[config.mk]
export PLATFORM = sky130hd
export DESIGN_NAME = scan_top
export DESIGN_NICKNAME = d
export VERILOG_FILES = /design/src/verilog/cis_pkg.sv /design/src/verilog/mem_pkg.sv /design/src/verilog/cis_line_sequencer.sv /design/src/verilog/pixel_packer.sv /design/src/verilog/pixel_fifo.sv /design/src/verilog/sdram_writer.sv /design/src/verilog/scan_top.sv
export SDC_FILE = /design/constraint.sdc
export NUM_CORES = 1
export LEC_CHECK = 0
export CAP_MARGIN = 25
export CORE_MARGIN = 4
export CORE_UTILIZATION = 45
export DETAILED_ROUTE_END_ITERATION = 8
export DONT_BUFFER_PORTS = 1
export MAX_ROUTING_LAYER = met4
export PLACE_DENSITY = 0.67
export SLEW_MARGIN = 20
export SYNTH_ARGS = -nofsm -noshare
export SYNTH_HDL_FRONTEND = slang
export SYNTH_HIERARCHICAL = 1
export SYNTH_SLANG_ARGS = --single-unit
[constraint.sdc]
create_clock -name w_clk_1 -period 6.7 [get_ports w_clk_1]
set_input_delay 0.67 -clock w_clk_1 [delete_from_list [all_inputs] [get_ports w_clk_1]]
set_output_delay 0.67 -clock w_clk_1 [all_outputs]
set_load 0.1 [all_outputs]
[src/verilog/cis_pkg.sv]
package cis_pkg;

////////////////////////////////////////////////////////////////////////////
// sensor sample and timing widths

localparam int adc_w      = 12;                 // adc sample width
localparam int on_cnt_w   = 16;                 // led on-time counter width

typedef logic [adc_w-1:0] adc_sample_t;

localparam adc_sample_t const_pattern = 12'hA5A;    // fixed test pattern

////////////////////////////////////////////////////////////////////////////
// line colour, line mode and pixel source selection

typedef enum logic [1:0]
{
    color_red   = 2'd0,
    color_green = 2'd1,
    color_blue  = 2'd2
} color_t;

typedef enum logic [1:0]
{
    mode_off    = 2'd0,                         // no si, leds dark
    mode_mono   = 2'd1,                         // red only
    mode_rgb    = 2'd2                          // red, green, blue per line
} line_mode_t;

typedef enum logic [1:0]
{
    src_adc     = 2'd0,
    src_ramp    = 2'd1,
    src_const   = 2'd2
} pix_src_t;

// two samples of one line position plus colour and line tag
typedef struct packed
{
    color_t         color;                      // [31:30]
    logic [5:0]     line_idx;                   // [29:24] line number mod 64
    adc_sample_t    samp0;                      // [23:12] even sample
    adc_sample_t    samp1;                      // [11:0]  odd sample
} pix_word_t;

endpackage

[src/verilog/mem_pkg.sv]
package mem_pkg;

////////////////////////////////////////////////////////////////////////////
// memory write port

localparam int addr_w     = 28;                 // byte address width
localparam int done_cnt_w = 16;                 // finished buffer counter

typedef logic [addr_w-1:0] mem_addr_t;

localparam mem_addr_t word_bytes = 28'd4;       // one 32-bit word per beat

////////////////////////////////////////////////////////////////////////////
// writer sequencing

typedef enum logic [1:0]
{
    wr_idle     = 2'd0,                         // wait for data and dma_on
    wr_pop      = 2'd1,                         // pop head word
    wr_write    = 2'd2                          // hold beat through waitrequest
} wr_state_t;

endpackage

[src/verilog/cis_line_sequencer.sv]
`timescale 1ns/10ps

module cis_line_sequencer
#(
    parameter int LINE_CLKS = 64
)
(
    input  logic                            w_clk_1,
    input  logic                            w_adc_rst,

    input  cis_pkg::line_mode_t             mode,
    input  logic [cis_pkg::on_cnt_w-1:0]    r_on_cnt,
    input  logic [cis_pkg::on_cnt_w-1:0]    g_on_cnt,
    input  logic [cis_pkg::on_cnt_w-1:0]    b_on_cnt,

    output logic                            si,
    output cis_pkg::color_t                 color,
    output logic [2:0]                      lrgb        // active low, bit0 red
);

localparam int pos_w = (LINE_CLKS > 1) ? $clog2(LINE_CLKS) : 1;

logic [pos_w-1:0]               pos_cnt;            // position inside the line
logic                           line_end;
logic                           line_start;
cis_pkg::color_t                color_nxt;
logic [cis_pkg::on_cnt_w-1:0]   on_cnt_nxt;
logic [cis_pkg::on_cnt_w-1:0]   led_left;           // remaining led on cycles
logic                           led_on;

assign line_end   = (pos_cnt == pos_w'(LINE_CLKS - 1));
assign line_start = line_end && (mode != cis_pkg::mode_off);

////////////////////////////////////////////////////////////////////////////
// colour of the coming line and its on-count

always_comb
begin
    if (mode == cis_pkg::mode_rgb)
    begin
        case (color)
            cis_pkg::color_red:     color_nxt = cis_pkg::color_green;
            cis_pkg::color_green:   color_nxt = cis_pkg::color_blue;
            default:                color_nxt = cis_pkg::color_red;
        endcase
    end
    else
    begin
        color_nxt = cis_pkg::color_red;             // mono stays red
    end
end

always_comb
begin
    case (color_nxt)
        cis_pkg::color_green:   on_cnt_nxt = g_on_cnt;
        cis_pkg::color_blue:    on_cnt_nxt = b_on_cnt;
        default:                on_cnt_nxt = r_on_cnt;
    endcase
end

////////////////////////////////////////////////////////////////////////////
// line counter, si strobe and led timer

always_ff @(posedge w_clk_1)
begin
    if (w_adc_rst)
    begin
        pos_cnt  <= '0;
        si       <= 1'b0;
        color    <= cis_pkg::color_blue;            // first rgb line comes out red
        led_left <= '0;
    end
    else
    begin
        pos_cnt <= line_end ? '0 : pos_cnt + 1'b1;  // runs in every mode
        si      <= line_start;

        if (line_start)
        begin
            color    <= color_nxt;
            led_left <= on_cnt_nxt;                 // on from the si cycle
        end
        else if (mode == cis_pkg::mode_off)
        begin
            led_left <= '0;
        end
        else if (led_on)
        begin
            led_left <= led_left - 1'b1;
        end
    end
end

assign led_on = (led_left != '0);
assign lrgb   = led_on ? ~(3'b001 << color) : 3'b111;

endmodule

[src/verilog/pixel_packer.sv]
`timescale 1ns/10ps

module pixel_packer
#(
    parameter int PIX_PER_LINE = 16
)
(
    input  logic                    w_clk_1,
    input  logic                    w_adc_rst,

    input  cis_pkg::adc_sample_t    dc,
    input  cis_pkg::pix_src_t       src_sel,
    input  logic                    si,
    input  cis_pkg::color_t         color,

    output cis_pkg::pix_word_t      pix_word,
    output logic                    pix_dv
);

localparam int k_w = (PIX_PER_LINE > 2) ? $clog2(PIX_PER_LINE) : 1;

cis_pkg::adc_sample_t   adc_q;                  // registered adc input
cis_pkg::adc_sample_t   src_val;
cis_pkg::adc_sample_t   first_q;                // even sample of the pair
logic [k_w-1:0]         samp_k;                 // sample index in the line
logic                   samp_act;
logic [5:0]             line_cnt;
logic [5:0]             line_l;
cis_pkg::color_t        color_l;

////////////////////////////////////////////////////////////////////////////
// source select

always_comb
begin
    case (src_sel)
        cis_pkg::src_ramp:  src_val = cis_pkg::adc_sample_t'(samp_k);
        cis_pkg::src_const: src_val = cis_pkg::const_pattern;
        default:            src_val = adc_q;
    endcase
end

////////////////////////////////////////////////////////////////////////////
// sample counter, armed by si

always_ff @(posedge w_clk_1)
begin
    if (w_adc_rst)
    begin
        samp_act <= 1'b0;
        samp_k   <= '0;
        pix_dv   <= 1'b0;
        line_cnt <= '0;
    end
    else
    begin
        pix_dv <= samp_act && samp_k[0];        // word after each odd sample

        if (si)
        begin
            samp_act <= 1'b1;
            samp_k   <= '0;
            line_cnt <= line_cnt + 1'b1;        // wraps at 64
        end
        else if (samp_act)
        begin
            samp_k <= samp_k + 1'b1;
            if (samp_k == k_w'(PIX_PER_LINE - 1))
                samp_act <= 1'b0;               // line done
        end
    end
end

// pair assembly and line tag
always_ff @(posedge w_clk_1)
begin
    adc_q <= dc;

    if (si)
    begin
        color_l <= color;
        line_l  <= line_cnt;
    end

    if (samp_act && !samp_k[0])
        first_q <= src_val;

    if (samp_act && samp_k[0])
    begin
        pix_word.color    <= color_l;
        pix_word.line_idx <= line_l;
        pix_word.samp0    <= first_q;
        pix_word.samp1    <= src_val;
    end
end

endmodule

[src/verilog/pixel_fifo.sv]
`timescale 1ns/10ps

module pixel_fifo
#(
    parameter int FIFO_DEPTH  = 16,
    parameter int AFULL_LEVEL = 12
)
(
    input  logic                    w_clk_1,
    input  logic                    w_adc_rst,

    input  cis_pkg::pix_word_t      wr_data,
    input  logic                    wr_en,
    input  logic                    rd_en,

    output cis_pkg::pix_word_t      rd_data,    // head word, show-ahead
    output logic                    empty,
    output logic                    afull,
    output logic                    ovr         // sticky until reset
);

localparam int ptr_w = (FIFO_DEPTH > 1) ? $clog2(FIFO_DEPTH) : 1;
localparam int cnt_w = $clog2(FIFO_DEPTH + 1);

cis_pkg::pix_word_t     mem [FIFO_DEPTH];
logic [ptr_w-1:0]       wr_ptr;
logic [ptr_w-1:0]       rd_ptr;
logic [cnt_w-1:0]       count;
logic                   full;
logic                   wr_ok;
logic                   rd_ok;

function automatic logic [ptr_w-1:0] ptr_inc(input logic [ptr_w-1:0] p);
    if (p == ptr_w'(FIFO_DEPTH - 1))
        return '0;
    return p + 1'b1;
endfunction

assign full  = (count == cnt_w'(FIFO_DEPTH));
assign empty = (count == '0);
assign afull = (count >= cnt_w'(AFULL_LEVEL));
assign wr_ok = wr_en && !full;                  // writes into a full fifo are lost
assign rd_ok = rd_en && !empty;

assign rd_data = mem[rd_ptr];

always_ff @(posedge w_clk_1)
begin
    if (wr_ok)
        mem[wr_ptr] <= wr_data;
end

////////////////////////////////////////////////////////////////////////////
// pointers, count and overflow

always_ff @(posedge w_clk_1)
begin
    if (w_adc_rst)
    begin
        wr_ptr <= '0;
        rd_ptr <= '0;
        count  <= '0;
        ovr    <= 1'b0;
    end
    else
    begin
        if (wr_ok)
            wr_ptr <= ptr_inc(wr_ptr);
        if (rd_ok)
            rd_ptr <= ptr_inc(rd_ptr);

        case ({wr_ok, rd_ok})
            2'b10:   count <= count + 1'b1;
            2'b01:   count <= count - 1'b1;
            default: count <= count;
        endcase

        if (wr_en && full)
            ovr <= 1'b1;
    end
end

endmodule

[src/verilog/sdram_writer.sv]
`timescale 1ns/10ps

module sdram_writer
(
    input  logic                                w_clk_1,
    input  logic                                w_adc_rst,

    input  logic                                dma_on,
    input  mem_pkg::mem_addr_t                  start_adr,
    input  mem_pkg::mem_addr_t                  buf_size,   // in words

    input  cis_pkg::pix_word_t                  fifo_data,
    input  logic                                fifo_empty,
    output logic                                fifo_rd,

    output mem_pkg::mem_addr_t                  mem_address,
    output logic [31:0]                         mem_writedata,
    output logic                                mem_write,
    input  logic                                mem_waitrequest,

    output logic [mem_pkg::done_cnt_w-1:0]      done_cnt
);

mem_pkg::wr_state_t     state;
mem_pkg::mem_addr_t     beat_cnt;               // beats into the current buffer
logic                   leave_idle;
logic                   beat_done;
logic                   buf_end;

assign leave_idle = (state == mem_pkg::wr_idle) && dma_on && !fifo_empty;
assign beat_done  = (state == mem_pkg::wr_write) && !mem_waitrequest;
assign buf_end    = beat_done && (beat_cnt + 1'b1 == buf_size);

assign fifo_rd    = (state == mem_pkg::wr_pop);
assign mem_write  = (state == mem_pkg::wr_write);

////////////////////////////////////////////////////////////////////////////
// beat sequencing

always_ff @(posedge w_clk_1)
begin
    if (w_adc_rst)
    begin
        state    <= mem_pkg::wr_idle;
        beat_cnt <= '0;
        done_cnt <= '0;
    end
    else
    begin
        case (state)
            mem_pkg::wr_idle:
            begin
                if (leave_idle)
                    state <= mem_pkg::wr_pop;
            end
            mem_pkg::wr_pop:
            begin
                state <= mem_pkg::wr_write;     // head word latched here
            end
            mem_pkg::wr_write:
            begin
                if (beat_done)
                    state <= mem_pkg::wr_idle;
            end
            default:
            begin
                state <= mem_pkg::wr_idle;
            end
        endcase

        if (buf_end)
        begin
            beat_cnt <= '0;                     // buffer full so wrap
            done_cnt <= done_cnt + 1'b1;
        end
        else if (beat_done)
        begin
            beat_cnt <= beat_cnt + 1'b1;
        end
    end
end

// address and data of the beat, held through waitrequest
always_ff @(posedge w_clk_1)
begin
    if (leave_idle && (beat_cnt == '0))
        mem_address <= start_adr;               // new buffer round
    else if (beat_done)
        mem_address <= mem_address + mem_pkg::word_bytes;

    if (state == mem_pkg::wr_pop)
        mem_writedata <= fifo_data;
end

endmodule

[src/verilog/scan_top.sv]
`timescale 1ns/10ps

module scan_top
#(
    parameter int LINE_CLKS    = 64,
    parameter int PIX_PER_LINE = 16,
    parameter int FIFO_DEPTH   = 16,
    parameter int AFULL_LEVEL  = 12
)
(
    input  logic                                w_clk_1,
    input  logic                                w_adc_rst,

    input  cis_pkg::adc_sample_t                dc,
    input  cis_pkg::line_mode_t                 mode,
    input  cis_pkg::pix_src_t                   src_sel,
    input  logic [cis_pkg::on_cnt_w-1:0]        r_on_cnt,
    input  logic [cis_pkg::on_cnt_w-1:0]        g_on_cnt,
    input  logic [cis_pkg::on_cnt_w-1:0]        b_on_cnt,
    output logic [2:0]                          lrgb,
    output logic                                si,

    input  logic                                dma_on,
    input  mem_pkg::mem_addr_t                  start_adr,
    input  mem_pkg::mem_addr_t                  buf_size,
    output mem_pkg::mem_addr_t                  mem_address,
    output logic [31:0]                         mem_writedata,
    output logic                                mem_write,
    input  logic                                mem_waitrequest,
    output logic [mem_pkg::done_cnt_w-1:0]      done_cnt,

    output logic                                fifo_afull,
    output logic                                fifo_ovr
);

cis_pkg::color_t        color;
cis_pkg::pix_word_t     pix_word;
logic                   pix_dv;
cis_pkg::pix_word_t     fifo_data;
logic                   fifo_empty;
logic                   fifo_rd;

////////////////////////////////////////////////////////////////////////////
// sensor side

cis_line_sequencer
#(
    .LINE_CLKS      ( LINE_CLKS     )
)
cis_line_sequencer
(
    .w_clk_1        ( w_clk_1       ),
    .w_adc_rst      ( w_adc_rst     ),
    .mode           ( mode          ),
    .r_on_cnt       ( r_on_cnt      ),
    .g_on_cnt       ( g_on_cnt      ),
    .b_on_cnt       ( b_on_cnt      ),
    .si             ( si            ),  // also drives the packer
    .color          ( color         ),
    .lrgb           ( lrgb          )
);

pixel_packer
#(
    .PIX_PER_LINE   ( PIX_PER_LINE  )
)
pixel_packer
(
    .w_clk_1        ( w_clk_1       ),
    .w_adc_rst      ( w_adc_rst     ),
    .dc             ( dc            ),
    .src_sel        ( src_sel       ),
    .si             ( si            ),
    .color          ( color         ),
    .pix_word       ( pix_word      ),
    .pix_dv         ( pix_dv        )
);

////////////////////////////////////////////////////////////////////////////
// buffering and memory side

pixel_fifo
#(
    .FIFO_DEPTH     ( FIFO_DEPTH    ),
    .AFULL_LEVEL    ( AFULL_LEVEL   )
)
pixel_fifo
(
    .w_clk_1        ( w_clk_1       ),
    .w_adc_rst      ( w_adc_rst     ),
    .wr_data        ( pix_word      ),
    .wr_en          ( pix_dv        ),  // packer is never stalled
    .rd_en          ( fifo_rd       ),
    .rd_data        ( fifo_data     ),
    .empty          ( fifo_empty    ),
    .afull          ( fifo_afull    ),
    .ovr            ( fifo_ovr      )
);

sdram_writer sdram_writer
(
    .w_clk_1            ( w_clk_1           ),
    .w_adc_rst          ( w_adc_rst         ),
    .dma_on             ( dma_on            ),
    .start_adr          ( start_adr         ),
    .buf_size           ( buf_size          ),
    .fifo_data          ( fifo_data         ),
    .fifo_empty         ( fifo_empty        ),
    .fifo_rd            ( fifo_rd           ),
    .mem_address        ( mem_address       ),
    .mem_writedata      ( mem_writedata     ),
    .mem_write          ( mem_write         ),
    .mem_waitrequest    ( mem_waitrequest   ),
    .done_cnt           ( done_cnt          )
);

endmodule

## Word-level counts from Yosys, hierarchy flattened

Memories as Yosys holds them, arrays and structs flattened. A register that Yosys moved wholly into a read port is not among the register bits.
Index checks and enable logic that the tools add are counted.

| storage, ports and cells | value |
|---|---|
| bits in registers | 189 |
| output and inout bits | 83 |
| word-level logic and storage cells | 115 |
| ROM bits | 0 |
| memory bits (writable) | 512 |
| memories | 1 |
| latch bits | 0 |

Memories:

| name | words | width | read ports | clocked after memory_dff | write ports | RTL line | text |
|---|---|---|---|---|---|---|---|
| pixel_fifo.mem | 16 | 32 | 1 | 1 | 1 | pixel_fifo.sv:25 | `cis_pkg::pix_word_t mem [FIFO_DEPTH];` |

| cells by class | value |
|---|---|
| shift-type cells | 1 |
| bitwise operators | 1 |
| muxes and demuxes | 29 |
| $lt $le $gt $ge | 1 |
| reductions and logical operators | 29 |
| equal/unequal tests | 18 |
| add/sub/neg operators | 11 |
| divide/modulo/power cells | 0 |
| $mul | 0 |

Operators with widths:

| cell | number |
|---|---|
| 2-to-1 mux 28 bit | 2 |
| 2-to-1 mux 16 bit | 3 |
| one-hot mux 16 bit (2 select lines) | 1 |
| adder 28 x 1 -> 28 bit (second input constant) | 1 |
| adder 28 x 3 -> 28 bit (second input constant) | 1 |
| == test 28 bit | 1 |
| zero test 28 bit | 1 |
| one-hot mux 12 bit (2 select lines) | 1 |
| adder 16 x 1 -> 16 bit (second input constant) | 1 |
| 2-to-1 mux 4 bit | 4 |
| nonzero test 16 bit | 1 |
| subtractor 16 x 1 -> 16 bit (second input constant) | 1 |
| adder 4 x 1 -> 4 bit (second input constant) | 3 |
| adder 6 x 1 -> 6 bit (second input constant) | 2 |
| == test 4 bit (second input constant) | 3 |
| logical AND 1 bit | 11 |
| 2-to-1 mux 1 bit | 11 |
| == test 2 x 1 -> 1 bit (second input constant) | 5 |
| == test 2 bit (second input constant) | 5 |
| one-hot mux 5 bit (2 select lines) | 1 |
| == test 6 bit (second input constant) | 1 |
| zero test 2 bit | 3 |
| 2-to-1 mux 2 bit | 3 |
| one-hot mux 2 bit (3 select lines) | 1 |
| 15 further kinds | 23 |

## Longest topological paths before layout

Gate-level depths: netlist of the first run.

| logic depth | value |
|---|---|
| word-level depth | 6 |
| gate-level depth with buffers | 13 |
| gate-level depth less buffers | 10 |

## Cells and area by module

The synthesis of the first run kept the hierarchy.

Modules (own cells, without submodules):

| module | cells an instance | times used | sequential area each (um^2) | area an instance (um^2) |
|---|---|---|---|---|
| pixel_fifo | 919 | 1 | 15735.1 | 20228.2 |
| sdram_writer | 575 | 1 | 2722.6 | 5615.4 |
| pixel_packer | 144 | 1 | 2042.0 | 2451.1 |
| cis_line_sequencer | 192 | 1 | 500.5 | 1569.0 |

## Least setup slack after synthesis of the first run

Ideal clock, no wire load.

| timing | value |
|---|---|
| kind | reg-to-reg |
| start point | register pixel_fifo.count[2] |
| end point | memory pixel_fifo/mem[1][0] in the netlist's numbering (enable) |
| data required time | 6.187 ns |
| period minus slack after synthesis | 4.920 ns |
| cell stages (with the launch flop) | 7 |
| setup slack | 1.780 ns |
| arrival | 4.407 ns |
| path through | dfxtp_1 buf_2 nor4_2 a21boi_2 inv_1 buf_4 nor4b_1 |

| on the way | value |
|---|---|
| longest elaborated chain between the ends | 5 |

RTL lines:

| what | RTL line | text |
|---|---|---|
| start, declared | pixel_fifo.sv:28 | `logic [cnt_w-1:0] count;` |
| start signal, assigned | pixel_fifo.sv:73 | `2'b10: count <= count + 1'b1;` |
| start signal, assigned | pixel_fifo.sv:74 | `2'b01: count <= count - 1'b1;` |
| start signal, assigned | pixel_fifo.sv:75 | `default: count <= count;` |
| == test 5 bit | pixel_fifo.sv:39 | `assign full = (count == cnt_w'(FIFO_DEPTH));` |
| zero test 1 bit | pixel_fifo.sv:42 | `assign wr_ok = wr_en && !full;` |
| logical AND 1 bit | pixel_fifo.sv:42 |  |
| 2-to-1 mux 1 bit | pixel_fifo.sv:49 | `if (wr_ok)` |
| 2-to-1 mux 1 bit (not written as such) | pixel_fifo.sv:50 | `mem[wr_ptr] <= wr_data;` |
| end, declared | pixel_fifo.sv:25 |  |

No other way between the ends.

## Worst setup path in the final report of the first run

| timing | value |
|---|---|
| start point | register sdram_writer.beat_cnt[0] |
| end point | register sdram_writer.beat_cnt[9] |

| on the way | value |
|---|---|
| longest elaborated chain between the ends | 4 |

RTL lines:

| what | RTL line | text |
|---|---|---|
| start, declared | sdram_writer.sv:25 | `mem_pkg::mem_addr_t beat_cnt;` |
| start signal, assigned | sdram_writer.sv:78 | `beat_cnt <= beat_cnt + 1'b1;` |
| adder 28 x 1 -> 28 bit * | sdram_writer.sv:32, sdram_writer.sv:78 |  |
| == test 28 bit | sdram_writer.sv:32 | `assign buf_end = beat_done && (beat_cnt + 1'b1 == buf_size);` |
| logical AND 1 bit | sdram_writer.sv:32 |  |
| OR reduction 2 bit (no line) | -- |  |

Every way passes the cells marked *; elsewhere a longest branch is shown, timed or not.
A chain may end at the register's enable or synchronous reset.

==> flow_metrics.tcl, run 1 <==
set metrics [dict create \
    ios 207 \
    worstHoldPathCells 0 \
    synth_cell_types 71 \
    grt_pass1_vias 16455 \
    critPathLaunchType "flop" \
    async_flop_share 0 \
    synth-edff-count 624 \
    power_frac_clock 0.441 \
    final_common_cell "edfxtp_1" \
    htreeDepth 3 \
    critPathKind "reg2reg" \
    dp_hpwl_um 35400 \
    finalCritPeriodShare 0.568 \
    fill_cells 5220 \
    max_stage_delay_ps 720 \
    vias 16167 \
    internal_power_uw 7850 \
    crit_slowest_cell "or4_4" \
    cts_buffers 78 \
    skew_ps 44.6 \
    grt_use_total 0.188 \
    worstSetupEndpointType "flop" \
    final_area_um2 33700 \
    slew_headroom 0.281 \
    required_ps 7160 \
    final-seq-area_um2 21000 \
    drtPass1Iterations 5 \
    clock_sinks 737 \
    drt_iter0_drc 1302 \
    status "complete, no violations" \
    seqPwrFrac 0.515 \
    cts_tree "yes" \
    syn_area_per_cell_um2 16.3 \
    port-buffer-count 0 \
    cts-root-buf "clkbuf_16" \
    cp_top_family "simple AND/OR/NAND/NOR gates" \
    hold_ws_ps 51.4 \
    place_area_um2 30900 \
    netlist_instances 1830 \
    cap_viol_max_count 0 \
    wl_um 65000 \
    ctsResizeCount 0 \
    combPwrFrac 0.045 \
    fp.dieArea_um2 70500 \
    die_w_um 266 \
    syn-cell-area_um2 29900 \
    synth_nets 1975 \
    rows 94 \
    worst_hold_path.endpoint "pixel_packer/adc_q[4]$_DFF_P_" \
    hold_buffers 0 \
    coreArea_um2 65700 \
    hp-class "in2reg" \
    rrSetupSlack_ps 2900 \
    tightestPinTransition_ps 1080 \
    cellLeakagePower_uw 0.0106 \
    post_cts_buffers 0 \
    layout.nets 1994 \
    switchingPower_uw 2370 \
    overflow 0 \
    pwr_density_cell_nw_per_um2 303 \
    grt_max_degree 84 \
    hp-start "dc[4]" \
    swShare 0.232 \
    synthFlopType "edfxtp_1" \
    antenna_found_initial 1 \
    path_max_fanout 33 \
    ys_ff_latch 737 \
    ant_nets 0 \
    setup_violations 0 \
    start_util 0.454 \
    worstSkewPairLatency_ps 650 \
    r2r-start "sdram_writer/beat_cnt[0]$_SDFFE_PP0P_" \
    hold_viol 0 \
    ir_worst_vdd_mv 0.190 \
    yosysWarnings 6 \
    tns_ps 0 \
    path_clk_slew_ps 60 \
    routedWlPerCell_um 23.4 \
    cts.path.max_buffers 3 \
    rsz0062_at_grt "false" \
    drc 0 \
    r2r-end "sdram_writer/beat_cnt[9]$_SDFFE_PP0P_" \
    syn_to_final_growth_pct 12.8 \
    gp_congestion 0.868 \
    viasPerCell 5.82 \
    final_cell_mix "624 x edfxtp_1, 129 x nand2_1, 128 x mux4_2" \
    crit_chain "ha_1, nand3_2, nor4_4, nand2_1, nor3_1, o2111ai_1, or4_4, o21bai_4, nor2_1" \
    max_freq_mhz 263 \
    multiInputGateArea_um2 8360 \
    rr_worst_depth 9 \
    grt_first_pass_wirelength_um 98900 \
    arrival_ps 4270 \
    die_y_um 266 \
    drv_slew 0 \
    drive_gt1_frac 0.181 \
    crit_buf_inv 0 \
    seq_area_frac_synth 0.703 \
    fin_crit_ps 3800 \
]
registers in the layout, summed over array words and instances, names as in the netlist, named ones only:
signal	flops
pixel_packer/samp_k	4
cis_line_sequencer/pos_cnt	6
cis_line_sequencer/color	2
sdram_writer/beat_cnt	28
pixel_packer/line_l	6
sdram_writer/mem_address	28
sdram_writer/done_cnt	16
pixel_packer/pix_dv	1
cis_line_sequencer/led_left	16
pixel_packer/samp_act	1
pixel_packer/pix_word	32
pixel_packer/first_q	12
pixel_packer/color_l	2
pixel_packer/line_cnt	6
pixel_fifo/wr_ptr	4
pixel_packer/adc_q	12
pixel_fifo/mem	512
sdram_writer/mem_writedata	32
pixel_fifo/rd_ptr	4
cis_line_sequencer/si	1
pixel_fifo/ovr	1
sdram_writer/state	2
pixel_fifo/count	5
cell usage after synthesis, types with 7 or more instances:
cell type	instances	area (um2)
nor2b_1	9	56.3
inv_1	24	90.1
nand4_1	30	188
nor4b_1	8	70.1
xnor2_1	53	464
or4_1	9	67.6
a211oi_1	15	113
o211ai_1	10	75.1
and2_1	12	75.1
o21ai_0	57	285
clkbuf_1	50	188
o31ai_1	7	52.6
dfxtp_1	113	2260
mux4_2	128	2880
a21oi_1	46	230
edfxtp_1	624	18700
buf_4	14	105
and3_1	23	144
a22oi_1	81	608
buf_1	12	45.0
buf_2	17	85.1
ha_1	21	263
nor2_1	97	364
nand2_1	129	484
nand2b_1	8	50.1
or3_1	15	93.8
nor3_1	19	95.1
nor4_1	12	75.1
xor2_1	65	569
nand3_1	41	205
power groups by stage:
| stage | sequential (uW) | clock [uW] | combinational (uW) |
|---|---|---|---|
| floorplan | 5340 | 0 | 381 |
| global placement | 5360 | 0 | 441 |
| detailed placement | 5360 | 0 | 452 |
| CTS | 5270 | 4610 | 454 |
| global route | 5270 | 4820 | 507 |
| finish | 5260 | 4500 | 456 |
cell type report:
type                    count  share of cell area
well taps                 864              0.0321
diodes                      2            0.000149
multi-input cells         968               0.248
clock inverters            44              0.0190
flip-flops and latches    737               0.623
inverters                  24             0.00267
clock buffers             100              0.0622
repair buffers             40              0.0122
cells by family (layout without fill, tap and decap cells):
family,after synthesis,count (layout),share of synthesized area
other,0,2,0
xor gates and xnor gates,118,118,0.0346
muxes,134,134,0.0986
buffers and inverters,125,208,0.0198
DFF,737,737,0.703
adders and majority gates,21,21,0.00880
AOI/OAI and AO/OA,245,245,0.0544
and+or+nand+nor,450,450,0.0806
metal layers:
metal  track usage  vias up  share of wire
met5             -        -              0
met2         0.307      521           0.51
met4        0.0577        0          0.023
met3        0.0310      107          0.062
li1              -     7215              -
met1         0.245     8324           0.41
metrics by stage:
stage	setup slack (ps)	cells	total power [uW]	util
2_1_floorplan	1780	1830	5720	-
3_3_place_gp	2880	2623	5800	0.468
3_5_place_dp	2630	2631	5810	0.470
4_1_cts	2640	2775	10300	0.512
5_1_grt	2590	2778	10600	0.513
6_report	2900	2779	10200	0.513
worst max-delay path by stage:
| stage | start | end | cells past startpoint |
|---|---|---|---|
| 2_1_floorplan | pixel_fifo/count[2]$_SDFFE_PP0P_ | pixel_fifo/mem[1][0]$_DFFE_PP_ | 6 |
| 3_3_place_gp | sdram_writer/beat_cnt[0]$_SDFFE_PP0P_ | sdram_writer/beat_cnt[25]$_SDFFE_PP0P_ | 9 |
| 3_5_place_dp | sdram_writer/beat_cnt[0]$_SDFFE_PP0P_ | sdram_writer/beat_cnt[9]$_SDFFE_PP0P_ | 9 |
| 4_1_cts | sdram_writer/beat_cnt[0]$_SDFFE_PP0P_ | sdram_writer/beat_cnt[9]$_SDFFE_PP0P_ | 9 |
| 5_1_grt | sdram_writer/beat_cnt[0]$_SDFFE_PP0P_ | sdram_writer/beat_cnt[9]$_SDFFE_PP0P_ | 10 |
| 6_report | sdram_writer/beat_cnt[0]$_SDFFE_PP0P_ | sdram_writer/beat_cnt[9]$_SDFFE_PP0P_ | 9 |
No activity file was read; power rests on OpenSTA's default activity.
==> run 2: changes to the inputs <==
PLACE_DENSITY = 0.69   (was 0.67)
clock period = 3.3 ns   (was 6.7 ns; I/O delays follow)
==> run 2 against run 1 <==
Against the previous run:
- sequential cell count unchanged
- routed wire length increased by 8.2%
- core utilization increased by 2.0 points
- total power increased by 100%
- final area increased by 4.0%
- critical path depth increased by 2
- maximum frequency increased by 20%
- die area unchanged
- clock power increased by 100%
==> flow_metrics.tcl, run 2 (same netlist as run 1, synthesis figures left out) <==
set metrics [dict create \
    seqPwrFrac 0.500 \
    cts-root-buf "clkbuf_16" \
    switchingPower_uw 4870 \
    finalCritPeriodShare 0.957 \
    hp-class "in2reg" \
    power.total_uw 20800 \
    htreeDepth 3 \
    cts.path.max_buffers 3 \
    cap_viol_max_count 0 \
    viasPerCell 5.81 \
    fp.dieArea_um2 70500 \
    critPathKind "reg2reg" \
    antenna_found_initial 1 \
    path_clk_slew_ps 60 \
    ios 207 \
    final_common_cell "edfxtp_1" \
    fill_cells 5095 \
    wl_um 70300 \
    multiInputGateArea_um2 8410 \
    port-buffer-count 0 \
    drc 0 \
    cts_buffers 78 \
    hold_viol 0 \
    gp_congestion 0.883 \
    power_frac_clock 0.433 \
    die_y_um 266 \
    skew_ps 49.2 \
    status "complete, no violations" \
    setup_violations 0 \
    swShare 0.234 \
    final_area_um2 35000 \
    final-seq-area_um2 21000 \
    top_regs "pixel_fifo/mem x512, pixel_packer/pix_word x32, sdram_writer/mem_writedata x32" \
    drt_iter0_drc 1395 \
    cts_tree "yes" \
    layout.nets 2128 \
    required_ps 3850 \
    grt_pass1_vias 17437 \
    coreArea_um2 65700 \
    grt_max_degree 81 \
    rrSetupSlack_ps 140 \
    tightestPinTransition_ps 1070 \
    die_w_um 266 \
    drv_slew 0 \
    largest_register "pixel_fifo/mem" \
    rows 94 \
    critPathLaunchType "flop" \
    cellLeakagePower_uw 0.0113 \
    arrival_ps 3710 \
    ant_nets 0 \
    worstSetupEndpointType "flop" \
    worstSkewPairLatency_ps 650 \
    internal_power_uw 15900 \
    overflow 0 \
    max_freq_mhz 317 \
    slew_headroom 0.283 \
    routedWlPerCell_um 24.1 \
    drtPass1Iterations 6 \
    vias 16913 \
    ir_worst_vdd_mv 0.403 \
    dp_hpwl_um 39800 \
    final_cell_mix "624 x edfxtp_1, 129 x nand2_1, 128 x mux4_2" \
    largest_reg_flops 512 \
    drive_gt1_frac 0.209 \
    place_area_um2 31600 \
    grt_use_total 0.202 \
    postLayoutCoreUtil 0.533 \
    pwr_density_cell_nw_per_um2 593 \
    syn_to_final_growth_pct 17.3 \
    path_max_fanout 16 \
    combPwrFrac 0.067 \
    start_util 0.454 \
    clock_sinks 737 \
    grt_first_pass_wirelength_um 106000 \
    fin_crit_ps 3160 \
]
-- run 2: cell types whose count changed in the layout (fill, tap and decap cells not counted), moves of 2 or more --
cell	before	now
clkbuf_1	17	24
nor4b_2	4	2
nor4b_4	0	2
buf_12	2	22
dfxtp_2	1	8
dfxtp_1	110	103
dlygate4sd3_1	0	56
buf_16	4	2
buf_4	29	90
-- run 2: per-stage QoR --
stage	hold WS (ps)	setup TNS (ps)	setup WS, ps	std cells
after floorplan	358	-116390	-1590	1830
after global placement	358	0	84.3	2700
after detailed placement	358	0	23.8	2701
after CTS	1.33	0	6.57	2903
after global routing	27.4	-15.3	-5.87	2913
final	24.0	0	141	2913
-- run 2: area by class of cell --
class | instances | share of cell area
timing repair buffer | 173 | 0.0502
clock buffer | 104 | 0.0594
clock inverter | 41 | 0.0171
sequential | 737 | 0.600
inverter | 24 | 0.00257
antenna | 1 | 0.0000714
multi-input combinational | 969 | 0.240
tap | 864 | 0.0309
-- run 2: timing repair --
action | 4_1_cts | 5_1_grt
hold buffers | 57 | 0
hold endpoints to repair | 108 | 0
endpoints found under the setup margin | 0 | 13
gates resized for setup | 0 | 13
setup buffers | 0 | 5
-- run 2: routing by layer --
| layer | global-route usage | part of all wire | vias to the layer above |
|---|---|---|---|
| met5 | - | 0 | - |
| met4 | 0.0535 | 0.024 | 0 |
| met3 | 0.0388 | 0.073 | 123 |
| met2 | 0.333 | 0.51 | 673 |
| met1 | 0.260 | 0.39 | 8608 |
| li1 | - | - | 7509 |
-- run 2: final timing paths --
kind                                                       to  cells past startpoint                                  start
setup / recovery       sdram_writer/done_cnt[11]$_SDFFE_PP0P_                     11  sdram_writer/beat_cnt[0]$_SDFFE_PP0P_
hold / removal    cis_line_sequencer/led_left[4]$_SDFFE_PP0P_                      4                            r_on_cnt[4]
setup reg to reg       sdram_writer/done_cnt[11]$_SDFFE_PP0P_                     11  sdram_writer/beat_cnt[0]$_SDFFE_PP0P_
hold reg to reg           pixel_packer/pix_word[26]$_DFFE_PP_                      0       pixel_packer/line_l[2]$_DFFE_PP_
-- run 2: worst max-delay path, stage by stage (launching register included) --
cell and delay (ps):
dfxtp_1 410, buf_4 170, nand4_2 120, buf_4 190, nor4_4 310, buf_6 180
a41o_1 190, nand3_1 150, or4_4 640, buf_4 210, or3_1 360, a21oi_1 160
-- run 2: power by group through the flow --
stage	sequential [uW]	clock, uW	combinational (uW)
finish	10400	9010	1390
global route	10400	9610	1500
CTS	10400	9190	1390
detailed placement	10600	0	1310
global placement	10600	0	1290
floorplan	10800	0	775
